<file path="config.mk">
export PLATFORM = sky130hd
export DESIGN_NAME = vector_lane_unit
export DESIGN_NICKNAME = d
export VERILOG_FILES = /design/src/hdl/vector_exec_pkg.sv /design/src/hdl/vector_isa_pkg.sv /design/src/hdl/vector_stage_if.sv /design/src/hdl/vector_lane_unit.sv /design/src/hdl/vector_result.sv /design/src/hdl/vector_execute.sv /design/src/hdl/vector_decode.sv
export VERILOG_INCLUDE_DIRS = /design/src /design/src/hdl
export SDC_FILE = /design/constraint.sdc
export NUM_CORES = 2
export LEC_CHECK = 0
export ABC_CLOCK_PERIOD_IN_PS = 9300
export BUFFER_PORTS_ARGS = -buffer_cell sky130_fd_sc_hd__buf_2
export CAP_MARGIN = 20
export CORE_AREA = 2 2 288 290
export DETAILED_ROUTE_END_ITERATION = 10
export DIE_AREA = 0 0 290 292
export HOLD_SLACK_MARGIN = 0.06
export PLACE_DENSITY_LB_ADDON = 0.08
export SYNTH_ARGS = -nofsm -noshare
export SYNTH_HDL_FRONTEND = slang
export SYNTH_HIERARCHICAL = 1
export SYNTH_SLANG_ARGS = --single-unit
</file>
<file path="constraint.sdc">
create_clock -name clk -period 9.3 [get_ports clk]
set_input_delay 0.93 -clock clk [delete_from_list [all_inputs] [get_ports clk]]
set_output_delay 0.93 -clock clk [all_outputs]
set_load 0.02 [all_outputs]
</file>
<file path="src/hdl/vector_macros.svh">
`ifndef VECTOR_MACROS_SVH
`define VECTOR_MACROS_SVH

// slice, scalar and instruction widths
`define VLU_XLEN 32
`define VLU_INSTR_W 32
`define VLU_ELEMS_MAX 4

// input credits double as result queue depth
`define VLU_IN_CREDITS 4
`define VLU_CREDIT_W 4
`define VLU_QPTR_W 2
`define VLU_QCNT_W 3

// decoded control field widths
`define VLU_ALU_OP_W 4
`define VLU_CMP_W 2
`define VLU_SEW_W 2

`endif
</file>
<file path="src/hdl/vector_exec_pkg.sv">
`default_nettype none
`include "vector_macros.svh"

package vector_exec_pkg;

  // element ALU operations
  localparam logic [`VLU_ALU_OP_W-1:0] ALU_ADD  = 4'd0;
  localparam logic [`VLU_ALU_OP_W-1:0] ALU_SUB  = 4'd1;
  localparam logic [`VLU_ALU_OP_W-1:0] ALU_RSUB = 4'd2;
  localparam logic [`VLU_ALU_OP_W-1:0] ALU_AND  = 4'd3;
  localparam logic [`VLU_ALU_OP_W-1:0] ALU_OR   = 4'd4;
  localparam logic [`VLU_ALU_OP_W-1:0] ALU_XOR  = 4'd5;
  localparam logic [`VLU_ALU_OP_W-1:0] ALU_MIN  = 4'd6;
  localparam logic [`VLU_ALU_OP_W-1:0] ALU_MAX  = 4'd7;
  localparam logic [`VLU_ALU_OP_W-1:0] ALU_CMP  = 4'd8;
  localparam logic [`VLU_ALU_OP_W-1:0] ALU_SLL  = 4'd9;
  localparam logic [`VLU_ALU_OP_W-1:0] ALU_SRL  = 4'd10;
  localparam logic [`VLU_ALU_OP_W-1:0] ALU_SRA  = 4'd11;
  localparam logic [`VLU_ALU_OP_W-1:0] ALU_CFG  = 4'd12;

  // operand extension
  localparam logic SIGNED_OP   = 1'b1;
  localparam logic UNSIGNED_OP = 1'b0;

  // compare sub-ops, signedness comes from the flag above
  localparam logic [`VLU_CMP_W-1:0] CMP_EQ = 2'd0;
  localparam logic [`VLU_CMP_W-1:0] CMP_NE = 2'd1;
  localparam logic [`VLU_CMP_W-1:0] CMP_LT = 2'd2;

  // element width, same code as vsew in vtype
  localparam logic [`VLU_SEW_W-1:0] SEW8  = 2'd0;
  localparam logic [`VLU_SEW_W-1:0] SEW16 = 2'd1;
  localparam logic [`VLU_SEW_W-1:0] SEW32 = 2'd2;

endpackage

`default_nettype wire

</file>
<file path="src/hdl/vector_isa_pkg.sv">
`default_nettype none

package vector_isa_pkg;

  // arithmetic view and vsetvli view of the same word
  typedef union packed {
    struct packed {
      logic [5:0] funct6;
      logic       vm;
      logic [4:0] vs2;
      logic [4:0] vs1;
      logic [2:0] funct3;
      logic [4:0] vd;
      logic [6:0] opcode;
    } arith;
    struct packed {
      logic        sel;
      logic [10:0] zimm11;
      logic [4:0]  rs1;
      logic [2:0]  funct3;
      logic [4:0]  rd;
      logic [6:0]  opcode;
    } cfg;
  } vinstr_u;

  localparam logic [6:0] OP_VECTOR = 7'b1010111;

  // funct3 major forms
  localparam logic [2:0] OPIVV = 3'b000;
  localparam logic [2:0] OPMVV = 3'b010;
  localparam logic [2:0] OPIVI = 3'b011;
  localparam logic [2:0] OPIVX = 3'b100;
  localparam logic [2:0] OPMVX = 3'b110;
  localparam logic [2:0] OPCFG = 3'b111;

  // funct6 of the OPI integer ops
  localparam logic [5:0] F6_VADD  = 6'b000000;
  localparam logic [5:0] F6_VSUB  = 6'b000010;
  localparam logic [5:0] F6_VRSUB = 6'b000011;
  localparam logic [5:0] F6_VMINU = 6'b000100;
  localparam logic [5:0] F6_VMIN  = 6'b000101;
  localparam logic [5:0] F6_VMAXU = 6'b000110;
  localparam logic [5:0] F6_VMAX  = 6'b000111;
  localparam logic [5:0] F6_VAND  = 6'b001001;
  localparam logic [5:0] F6_VOR   = 6'b001010;
  localparam logic [5:0] F6_VXOR  = 6'b001011;
  localparam logic [5:0] F6_VMSEQ  = 6'b011000;
  localparam logic [5:0] F6_VMSNE  = 6'b011001;
  localparam logic [5:0] F6_VMSLTU = 6'b011010;
  localparam logic [5:0] F6_VMSLT  = 6'b011011;
  localparam logic [5:0] F6_VSLL  = 6'b100101;
  localparam logic [5:0] F6_VSRL  = 6'b101000;
  localparam logic [5:0] F6_VSRA  = 6'b101001;

endpackage

`default_nettype wire

</file>
<file path="src/hdl/vector_stage_if.sv">
`default_nettype none
`include "vector_macros.svh"

// decoded request, one cycle per beat
interface exec_req_if;
  logic                     valid;
  logic [`VLU_ALU_OP_W-1:0] alu_op;
  logic                     is_signed;
  logic [`VLU_CMP_W-1:0]    cmp_code;
  logic [`VLU_SEW_W-1:0]    sew;
  logic [`VLU_XLEN-1:0]     op_a;
  logic [`VLU_XLEN-1:0]     op_b;
  logic [4:0]               vd;
  logic                     illegal;
  logic [`VLU_SEW_W-1:0]    cfg_value;

  modport decode (
    output valid, alu_op, is_signed, cmp_code, sew,
    output op_a, op_b, vd, illegal, cfg_value
  );
  modport execute (
    input valid, alu_op, is_signed, cmp_code, sew,
    input op_a, op_b, vd, illegal, cfg_value
  );
endinterface

// executed result heading for the output queue
interface result_if;
  logic                      valid;
  logic [`VLU_XLEN-1:0]      data;
  logic [`VLU_ELEMS_MAX-1:0] mask;
  logic [4:0]                vd;
  logic                      illegal;

  modport execute (
    output valid, data, mask, vd, illegal
  );
  modport result (
    input valid, data, mask, vd, illegal
  );
endinterface

`default_nettype wire

</file>
<file path="src/hdl/vector_lane_unit.sv">
`default_nettype none
`include "vector_macros.svh"

module vector_lane_unit (
  input wire logic                     clk,
  input wire logic                     reset,
  input wire logic                     instr_valid,
  input wire logic [`VLU_INSTR_W-1:0]  instr,
  input wire logic [`VLU_XLEN-1:0]     vs1_data,
  input wire logic [`VLU_XLEN-1:0]     vs2_data,
  input wire logic [`VLU_XLEN-1:0]     rs1_data,
  input wire logic                     result_credit,
  output logic                         in_credit,
  output logic                         result_valid,
  output logic [`VLU_XLEN-1:0]         result_data,
  output logic [`VLU_ELEMS_MAX-1:0]    result_mask,
  output logic [4:0]                   result_vd,
  output logic                         result_illegal
);

  exec_req_if req_bus ();
  result_if   res_bus ();

  // decode -> execute -> result queue
  vector_decode u_decode (
    .clk         (clk),
    .reset       (reset),
    .instr_valid (instr_valid),
    .instr       (instr),
    .vs1_data    (vs1_data),
    .vs2_data    (vs2_data),
    .rs1_data    (rs1_data),
    .req         (req_bus.decode)
  );

  vector_execute u_execute (
    .clk   (clk),
    .reset (reset),
    .req   (req_bus.execute),
    .res   (res_bus.execute)
  );

  vector_result u_result (
    .clk            (clk),
    .reset          (reset),
    .res            (res_bus.result),
    .result_credit  (result_credit),
    .in_credit      (in_credit),
    .result_valid   (result_valid),
    .result_data    (result_data),
    .result_mask    (result_mask),
    .result_vd      (result_vd),
    .result_illegal (result_illegal)
  );

endmodule

`default_nettype wire

</file>
<file path="src/hdl/vector_result.sv">
`default_nettype none
`include "vector_macros.svh"

module vector_result (
  input wire logic                  clk,
  input wire logic                  reset,
  result_if.result                  res,
  input wire logic                  result_credit,
  output logic                      in_credit,
  output logic                      result_valid,
  output logic [`VLU_XLEN-1:0]      result_data,
  output logic [`VLU_ELEMS_MAX-1:0] result_mask,
  output logic [4:0]                result_vd,
  output logic                      result_illegal
);

  logic [`VLU_XLEN-1:0]      data_q [`VLU_IN_CREDITS];
  logic [`VLU_ELEMS_MAX-1:0] mask_q [`VLU_IN_CREDITS];
  logic [4:0]                vd_q   [`VLU_IN_CREDITS];
  logic                      ill_q  [`VLU_IN_CREDITS];
  logic [`VLU_QPTR_W-1:0]    wr_ptr;
  logic [`VLU_QPTR_W-1:0]    rd_ptr;
  logic [`VLU_QCNT_W-1:0]    count;
  logic [`VLU_CREDIT_W-1:0]  credits;
  logic                      pop;

  // a credit arriving this cycle can be spent right away
  assign pop = (count != '0) && ((credits != '0) || result_credit);

  assign result_valid   = pop;
  assign in_credit      = pop;
  assign result_data    = data_q[rd_ptr];
  assign result_mask    = mask_q[rd_ptr];
  assign result_vd      = vd_q[rd_ptr];
  assign result_illegal = ill_q[rd_ptr];

  always_ff @(posedge clk) begin
    if (reset) begin
      wr_ptr  <= '0;
      rd_ptr  <= '0;
      count   <= '0;
      credits <= '0;
    end else begin
      if (res.valid) begin
        wr_ptr <= wr_ptr + 1'b1;
      end
      if (pop) begin
        rd_ptr <= rd_ptr + 1'b1;
      end
      count   <= count + `VLU_QCNT_W'(res.valid) - `VLU_QCNT_W'(pop);
      credits <= credits + `VLU_CREDIT_W'(result_credit) - `VLU_CREDIT_W'(pop);
    end
  end

  // queue storage, never full since upstream holds only as many credits
  always_ff @(posedge clk) begin
    if (res.valid) begin
      data_q[wr_ptr] <= res.data;
      mask_q[wr_ptr] <= res.mask;
      vd_q[wr_ptr]   <= res.vd;
      ill_q[wr_ptr]  <= res.illegal;
    end
  end

endmodule

`default_nettype wire

</file>
<file path="src/hdl/vector_execute.sv">
`default_nettype none
`include "vector_macros.svh"

module vector_execute (
  input wire logic clk,
  input wire logic reset,
  exec_req_if.execute req,
  result_if.execute   res
);

  logic [`VLU_XLEN-1:0]      elem_res [`VLU_ELEMS_MAX];
  logic [`VLU_ELEMS_MAX-1:0] cmp_bits;
  logic [`VLU_ELEMS_MAX-1:0] elem_en;
  logic [`VLU_XLEN-1:0]      packed_data;
  logic [4:0]                sh_mask;

  // element idx of v, extended to 33 bits so one signed compare covers both kinds
  function automatic logic [`VLU_XLEN:0] elem_ext(input logic [`VLU_XLEN-1:0] v,
                                                  input int idx,
                                                  input logic [`VLU_SEW_W-1:0] sew,
                                                  input logic sgn);
    logic [7:0]  e8;
    logic [15:0] e16;
    e8  = v[8*idx +: 8];
    e16 = v[16*(idx%2) +: 16];
    case (sew)
      vector_exec_pkg::SEW8:  elem_ext = {{25{sgn & e8[7]}}, e8};
      vector_exec_pkg::SEW16: elem_ext = {{17{sgn & e16[15]}}, e16};
      default:                elem_ext = {sgn & v[`VLU_XLEN-1], v};
    endcase
  endfunction

  // shift amount keeps log2(SEW) bits
  assign sh_mask = {req.sew == vector_exec_pkg::SEW32, req.sew != vector_exec_pkg::SEW8, 3'b111};

  always_comb begin
    logic [`VLU_XLEN:0] a_e;
    logic [`VLU_XLEN:0] b_e;
    logic [`VLU_XLEN:0] shr;
    logic [4:0]         sh;
    for (int i = 0; i < `VLU_ELEMS_MAX; i++) begin
      a_e = elem_ext(req.op_a, i, req.sew, req.is_signed);
      b_e = elem_ext(req.op_b, i, req.sew, req.is_signed);
      sh  = a_e[4:0] & sh_mask;
      shr = '0;
      elem_res[i] = '0;
      cmp_bits[i] = 1'b0;
      case (req.alu_op)
        vector_exec_pkg::ALU_ADD:  elem_res[i] = b_e[`VLU_XLEN-1:0] + a_e[`VLU_XLEN-1:0];
        vector_exec_pkg::ALU_SUB:  elem_res[i] = b_e[`VLU_XLEN-1:0] - a_e[`VLU_XLEN-1:0];
        vector_exec_pkg::ALU_RSUB: elem_res[i] = a_e[`VLU_XLEN-1:0] - b_e[`VLU_XLEN-1:0];
        vector_exec_pkg::ALU_AND:  elem_res[i] = b_e[`VLU_XLEN-1:0] & a_e[`VLU_XLEN-1:0];
        vector_exec_pkg::ALU_OR:   elem_res[i] = b_e[`VLU_XLEN-1:0] | a_e[`VLU_XLEN-1:0];
        vector_exec_pkg::ALU_XOR:  elem_res[i] = b_e[`VLU_XLEN-1:0] ^ a_e[`VLU_XLEN-1:0];
        vector_exec_pkg::ALU_MIN: begin
          elem_res[i] = ($signed(a_e) < $signed(b_e)) ? a_e[`VLU_XLEN-1:0] : b_e[`VLU_XLEN-1:0];
        end
        vector_exec_pkg::ALU_MAX: begin
          elem_res[i] = ($signed(a_e) > $signed(b_e)) ? a_e[`VLU_XLEN-1:0] : b_e[`VLU_XLEN-1:0];
        end
        vector_exec_pkg::ALU_CMP: begin
          case (req.cmp_code)
            vector_exec_pkg::CMP_EQ: cmp_bits[i] = (b_e == a_e);
            vector_exec_pkg::CMP_NE: cmp_bits[i] = (b_e != a_e);
            default:                 cmp_bits[i] = ($signed(b_e) < $signed(a_e));
          endcase
        end
        vector_exec_pkg::ALU_SLL: elem_res[i] = b_e[`VLU_XLEN-1:0] << sh;
        vector_exec_pkg::ALU_SRL: begin
          shr = b_e >> sh;
          elem_res[i] = shr[`VLU_XLEN-1:0];
        end
        vector_exec_pkg::ALU_SRA: begin
          shr = $signed(b_e) >>> sh;
          elem_res[i] = shr[`VLU_XLEN-1:0];
        end
        default: elem_res[i] = '0;
      endcase
    end
  end

  // gather element results back into the slice
  always_comb begin
    case (req.sew)
      vector_exec_pkg::SEW8: begin
        packed_data = {elem_res[3][7:0], elem_res[2][7:0], elem_res[1][7:0], elem_res[0][7:0]};
        elem_en     = 4'b1111;
      end
      vector_exec_pkg::SEW16: begin
        packed_data = {elem_res[1][15:0], elem_res[0][15:0]};
        elem_en     = 4'b0011;
      end
      default: begin
        packed_data = elem_res[0];
        elem_en     = 4'b0001;
      end
    endcase
  end

  always_ff @(posedge clk) begin
    if (reset) begin
      res.valid <= 1'b0;
    end else begin
      res.valid <= req.valid;
    end
  end

  always_ff @(posedge clk) begin
    res.vd      <= req.vd;
    res.illegal <= req.illegal;
    res.data    <= '0;
    res.mask    <= '0;
    if (!req.illegal) begin
      if (req.alu_op == vector_exec_pkg::ALU_CMP) begin
        res.mask <= cmp_bits & elem_en;
      end else if (req.alu_op == vector_exec_pkg::ALU_CFG) begin
        res.data <= `VLU_XLEN'(req.cfg_value);
      end else begin
        res.data <= packed_data;
      end
    end
  end

endmodule

`default_nettype wire

</file>
<file path="src/hdl/vector_decode.sv">
`default_nettype none
`include "vector_macros.svh"

module vector_decode (
  input wire logic                    clk,
  input wire logic                    reset,
  input wire logic                    instr_valid,
  input wire vector_isa_pkg::vinstr_u instr,
  input wire logic [`VLU_XLEN-1:0]    vs1_data,
  input wire logic [`VLU_XLEN-1:0]    vs2_data,
  input wire logic [`VLU_XLEN-1:0]    rs1_data,
  exec_req_if.decode                  req
);

  logic [`VLU_SEW_W-1:0]    vtype_sew;
  logic [`VLU_ALU_OP_W-1:0] alu_op;
  logic [`VLU_CMP_W-1:0]    cmp_code;
  logic                     is_signed;
  logic                     known_op;
  logic                     no_vv;
  logic                     no_vi;
  logic                     is_shift;
  logic                     is_opi;
  logic                     opi_ok;
  logic                     cfg_ok;
  logic [2:0]               vsew;
  logic [`VLU_XLEN-1:0]     imm;
  logic [`VLU_XLEN-1:0]     scalar;
  logic [`VLU_XLEN-1:0]     op_a;

  // scalar replicated into every element of the slice
  function automatic logic [`VLU_XLEN-1:0] splat(input logic [`VLU_XLEN-1:0] s,
                                                 input logic [`VLU_SEW_W-1:0] sew);
    case (sew)
      vector_exec_pkg::SEW8:  splat = {4{s[7:0]}};
      vector_exec_pkg::SEW16: splat = {2{s[15:0]}};
      default:                splat = s;
    endcase
  endfunction

  // funct6 to ALU op, plus forms that do not exist
  always_comb begin
    alu_op    = vector_exec_pkg::ALU_ADD;
    cmp_code  = vector_exec_pkg::CMP_EQ;
    is_signed = vector_exec_pkg::UNSIGNED_OP;
    known_op  = 1'b1;
    no_vv     = 1'b0;
    no_vi     = 1'b0;
    is_shift  = 1'b0;
    case (instr.arith.funct6)
      vector_isa_pkg::F6_VADD:  alu_op = vector_exec_pkg::ALU_ADD;
      vector_isa_pkg::F6_VSUB: begin
        alu_op = vector_exec_pkg::ALU_SUB;
        no_vi  = 1'b1;
      end
      vector_isa_pkg::F6_VRSUB: begin
        alu_op = vector_exec_pkg::ALU_RSUB;
        no_vv  = 1'b1;
      end
      vector_isa_pkg::F6_VMINU, vector_isa_pkg::F6_VMIN: begin
        alu_op    = vector_exec_pkg::ALU_MIN;
        is_signed = instr.arith.funct6[0];
        no_vi     = 1'b1;
      end
      vector_isa_pkg::F6_VMAXU, vector_isa_pkg::F6_VMAX: begin
        alu_op    = vector_exec_pkg::ALU_MAX;
        is_signed = instr.arith.funct6[0];
        no_vi     = 1'b1;
      end
      vector_isa_pkg::F6_VAND:  alu_op = vector_exec_pkg::ALU_AND;
      vector_isa_pkg::F6_VOR:   alu_op = vector_exec_pkg::ALU_OR;
      vector_isa_pkg::F6_VXOR:  alu_op = vector_exec_pkg::ALU_XOR;
      vector_isa_pkg::F6_VMSEQ: alu_op = vector_exec_pkg::ALU_CMP;
      vector_isa_pkg::F6_VMSNE: begin
        alu_op   = vector_exec_pkg::ALU_CMP;
        cmp_code = vector_exec_pkg::CMP_NE;
      end
      vector_isa_pkg::F6_VMSLTU, vector_isa_pkg::F6_VMSLT: begin
        alu_op    = vector_exec_pkg::ALU_CMP;
        cmp_code  = vector_exec_pkg::CMP_LT;
        is_signed = instr.arith.funct6[0];
        no_vi     = 1'b1;
      end
      vector_isa_pkg::F6_VSLL: begin
        alu_op   = vector_exec_pkg::ALU_SLL;
        is_shift = 1'b1;
      end
      vector_isa_pkg::F6_VSRL: begin
        alu_op   = vector_exec_pkg::ALU_SRL;
        is_shift = 1'b1;
      end
      vector_isa_pkg::F6_VSRA: begin
        alu_op    = vector_exec_pkg::ALU_SRA;
        is_signed = vector_exec_pkg::SIGNED_OP;
        is_shift  = 1'b1;
      end
      default: known_op = 1'b0;
    endcase
  end

  assign is_opi = (instr.arith.funct3 == vector_isa_pkg::OPIVV) ||
                  (instr.arith.funct3 == vector_isa_pkg::OPIVX) ||
                  (instr.arith.funct3 == vector_isa_pkg::OPIVI);

  // masked forms are not supported, vm must be set
  assign opi_ok = (instr.arith.opcode == vector_isa_pkg::OP_VECTOR) && is_opi &&
                  instr.arith.vm && known_op &&
                  !(no_vv && (instr.arith.funct3 == vector_isa_pkg::OPIVV)) &&
                  !(no_vi && (instr.arith.funct3 == vector_isa_pkg::OPIVI));

  // vsetvli only; vsew above 32 is rejected
  assign vsew   = instr.cfg.zimm11[5:3];
  assign cfg_ok = (instr.cfg.opcode == vector_isa_pkg::OP_VECTOR) &&
                  (instr.cfg.funct3 == vector_isa_pkg::OPCFG) &&
                  !instr.cfg.sel && (vsew <= 3'd2);

  // shifts take the immediate unsigned
  assign imm = is_shift ? {{(`VLU_XLEN-5){1'b0}}, instr.arith.vs1}
                        : {{(`VLU_XLEN-5){instr.arith.vs1[4]}}, instr.arith.vs1};

  assign scalar = (instr.arith.funct3 == vector_isa_pkg::OPIVI) ? imm : rs1_data;
  assign op_a   = (instr.arith.funct3 == vector_isa_pkg::OPIVV) ? vs1_data
                                                                : splat(scalar, vtype_sew);

  always_ff @(posedge clk) begin
    if (reset) begin
      req.valid <= 1'b0;
      vtype_sew <= vector_exec_pkg::SEW32;
    end else begin
      req.valid <= instr_valid;
      if (instr_valid && cfg_ok) begin
        vtype_sew <= vsew[`VLU_SEW_W-1:0];
      end
    end
  end

  always_ff @(posedge clk) begin
    req.alu_op    <= cfg_ok ? vector_exec_pkg::ALU_CFG : alu_op;
    req.is_signed <= is_signed;
    req.cmp_code  <= cmp_code;
    req.sew       <= vtype_sew;
    req.op_a      <= op_a;
    req.op_b      <= vs2_data;
    req.vd        <= instr.arith.vd;
    req.illegal   <= !(opi_ok || cfg_ok);
    req.cfg_value <= vsew[`VLU_SEW_W-1:0];
  end

endmodule

`default_nettype wire

</file>
==> metrics.txt <==
outcome completed; crit path from u_decode/req.is_signed; area grow syn2layout 8.39%; r2r startpoint u_decode/req.is_signed; Final Util 50.6%; CTS Sinks about 300; slew at the pin closest to its max-slew limit 1.37 ns; period utilisation layout 82.6%; Fmax 130 MHz; post-cts hold buffer count 0; Vias/cell approximately 7; CTS Root Cell clkbuf_16; post-DR wirelength/cell 32.8 um; post-CTS sizing 0; crit path capture type flop; Starting Density 46.7%; H-Tree Depth 2; top post-synthesis cells by area edfxtp_1 (13%), ha_1 (11%), dfxtp_1 (7.4%); Max Slew Vio Count 0; critical path type reg2reg; final count of negative-setup-slack endpoints 0; async set-reset flop share out of synthesis 0%; Yosys top cell by area edfxtp_1; hold_ws 0.324 ns; DR vias 41300; Crit path largest cell delay 1.02 ns; layout cells sized above 1 a little over an eighth; Lkg Pwr 17.1 nW; peak supply drop 137 uV; drt pass-1 iters 9; post-synth top area share 13.2%; Die Area ~85000 um^2; final setup TNS 0 ns; hold_sp u_decode/req.vd[3]; Clk Latency, worst-skew pair 0.62 ns; Cell Chain, Critical Path clkinv_1 > a21oi_1 > ha_1 > nand4_1 > nor4_2 > nand4b_1 > a211o_1 > a211oi_4 > buf_4 > nor2_1 > a21oi_1 > o221ai_1 > o211ai_1 > o211ai_1; Setup WS post-layout approximately 1.6 ns; vias in the first global route 37800; crit path launch type flop; RSZ-0062 raised after global routing no; Netlist cell types 133; postcts setup bufs 0; Die H 292 um; pre-CTS setup slack 2.36 ns; Total Routed Length 194 mm; Post-DRT Antenna Nets 0; num rows 105; Post-synth EDFFs 168; Overflow after GRT 0; GRT Util Overall 44.2%; initial antenna violation count 15; Syn Area/Cell around 8.0 um^2; register area share after synthesis 20.6%; Die X 290 um; clock tree from TritonCTS done; number of port buffers 172; cell area after synthesis 38100 um^2; Req. time, crit path 9.68 ns; DRC Markers 0; commonest cells after routing, fill and taps aside nand2_1 (476), nor2_1 (448), a21oi_1 (413), ha_1 (324), o21ai_0 (296); cells after synthesis 4787; first-pass GRT wire length 275 mm; CTS clk-pin slew, worst paths about 0.060 ns; # IOs 176; Post-synth top flop edfxtp_1; core box area 81600 um^2; GPL Wtd Cong 1.09; final cell count without fillers 5913; maximum root-to-sink buffer count 3; Fin. Hold Viols 0; # fillers 8135; Tmin final approximately 7.7 ns; clock skew roughly 0.065 ns; #FFs+latches synth 308; most common cell after layout, fill and taps aside nand2_1; CTS Buf Count 35; MaxCap Viol Count 0; relative max-transition margin roughly 8.6%; pin count of the biggest net entering global routing 88; slowest stage cell, crit path nor4_2; DRT iter0 DRCs 5986; Synthesized Nets 5253; dpl cells 5832; arrival time at the worst endpoint 8.06 ns; HP Class reg2reg; crit path max fanout 17; PwrDens between 100 and 150 nW/um^2; DP HPWL 147 mm; final net count 5269; yosys warns 6
-- layer usage --
layer / routed length [um] / up-vias / global-route usage [%]
met5: 103 / - / 0
met1: 74700 / 19600 / 56.4
met3: 25600 / 805 / 14.2
met2: 77100 / 3033 / 63.1
met4: 16400 / 16 / 30.5
li1: - / 17900 / -
-- final cells by class --
type / instances / area [um^2] / share of cell area, %
multi-input combinational: 3888 / 27800 / 67.4
tap: 1070 / 1340 / 3.24
inverter: 232 / 871 / 2.11
antenna: 13 / 32.5 / 0.0788
timing repair buffer: 338 / 2150 / 5.21
clock inverter: 18 / 195 / 0.473
sequential: 308 / 7870 / 19.1
clock buffer: 46 / 998 / 2.42
-- cells in the mapped netlist, types with 41 or more instances --
cell,n
and2_1,43
mux2i_1,182
nand2_1,478
nand2b_1,80
buf_2,75
nor2_1,455
ha_1,324
dfxtp_1,140
a211oi_1,88
inv_1,215
a31oi_1,75
xnor2_1,116
a221oi_1,46
o22ai_1,53
mux2_2,41
o211ai_1,100
a21oi_1,414
a21o_1,65
mux4_2,73
o21ai_0,296
nor3_1,98
edfxtp_1,168
clkbuf_1,200
nand3_1,110
buf_1,49
nor2b_1,57
-- cell families (layout without fill, tap and decap cells) --
kind of cell / count (synthesis) / count (layout) / synth area share (%)
compound gates: 1576 / 1576 / 27.6
simple gates: 1506 / 1506 / 18.7
buf+inv: 591 / 634 / 6.61
fa+ha+maj: 334 / 334 / 11.2
mux: 322 / 322 / 11.9
flops: 308 / 308 / 20.6
xor+xnor: 150 / 150 / 3.48
other cells: 0 / 13 / 0
-- through the flow --
| step | total power [mW] | instance area, um^2 |
|---|---|---|
| 6_report | 5.98 | 41300 |
| 5_1_grt | 6.23 | 41300 |
| 4_1_cts | 5.89 | 41200 |
| 3_5_place_dp | 4.44 | 40000 |
| 3_3_place_gp | 4.43 | 40000 |
| 2_1_floorplan | 3.53 | 38100 |
-- report_power, final --
group,switching [mW],internal (mW),leakage [nW]
logic,1.91,1.06,13.6
registers,0.100,1.47,3.00
clock network,0.604,0.822,0.566
-- registers in the layout, indices dropped and copies added (netlist names), 3 cells and up, named ones only --
register             flops
u_decode/req.alu_op      4
u_decode/req.op_a       32
u_result/data_q        128
u_result/mask_q         16
u_result/credits         4
u_result/vd_q           20
u_result/ill_q           4
u_decode/req.op_b       32
u_execute/res.data      32
u_decode/req.vd          5
u_execute/res.mask       4
u_result/count           3
u_execute/res.vd         5
-- path summary, 6_finish.rpt --
kind / to / slack, ns / depth (start not counted)
worst max-delay path: u_execute/res.data[19] / 1.62 / 14
worst min-delay path: u_execute/res.vd[3] / 0.32 / 0
worst max register to register: u_execute/res.data[19] / 1.62 / 14
worst min register to register: u_execute/res.vd[3] / 0.32 / 0
-- critical path: cells and delay by family (launching register included) --
family	cells	cell delay [ns]
AND/OR/NAND/NOR	4	1.74
buffers and inverters	2	1.08
AO/OA/AOI/OAI	7	3.31
flip-flops	1	0.98
adder cells (fa/ha/maj)	1	0.32
(Power assumes the default switching activity.)
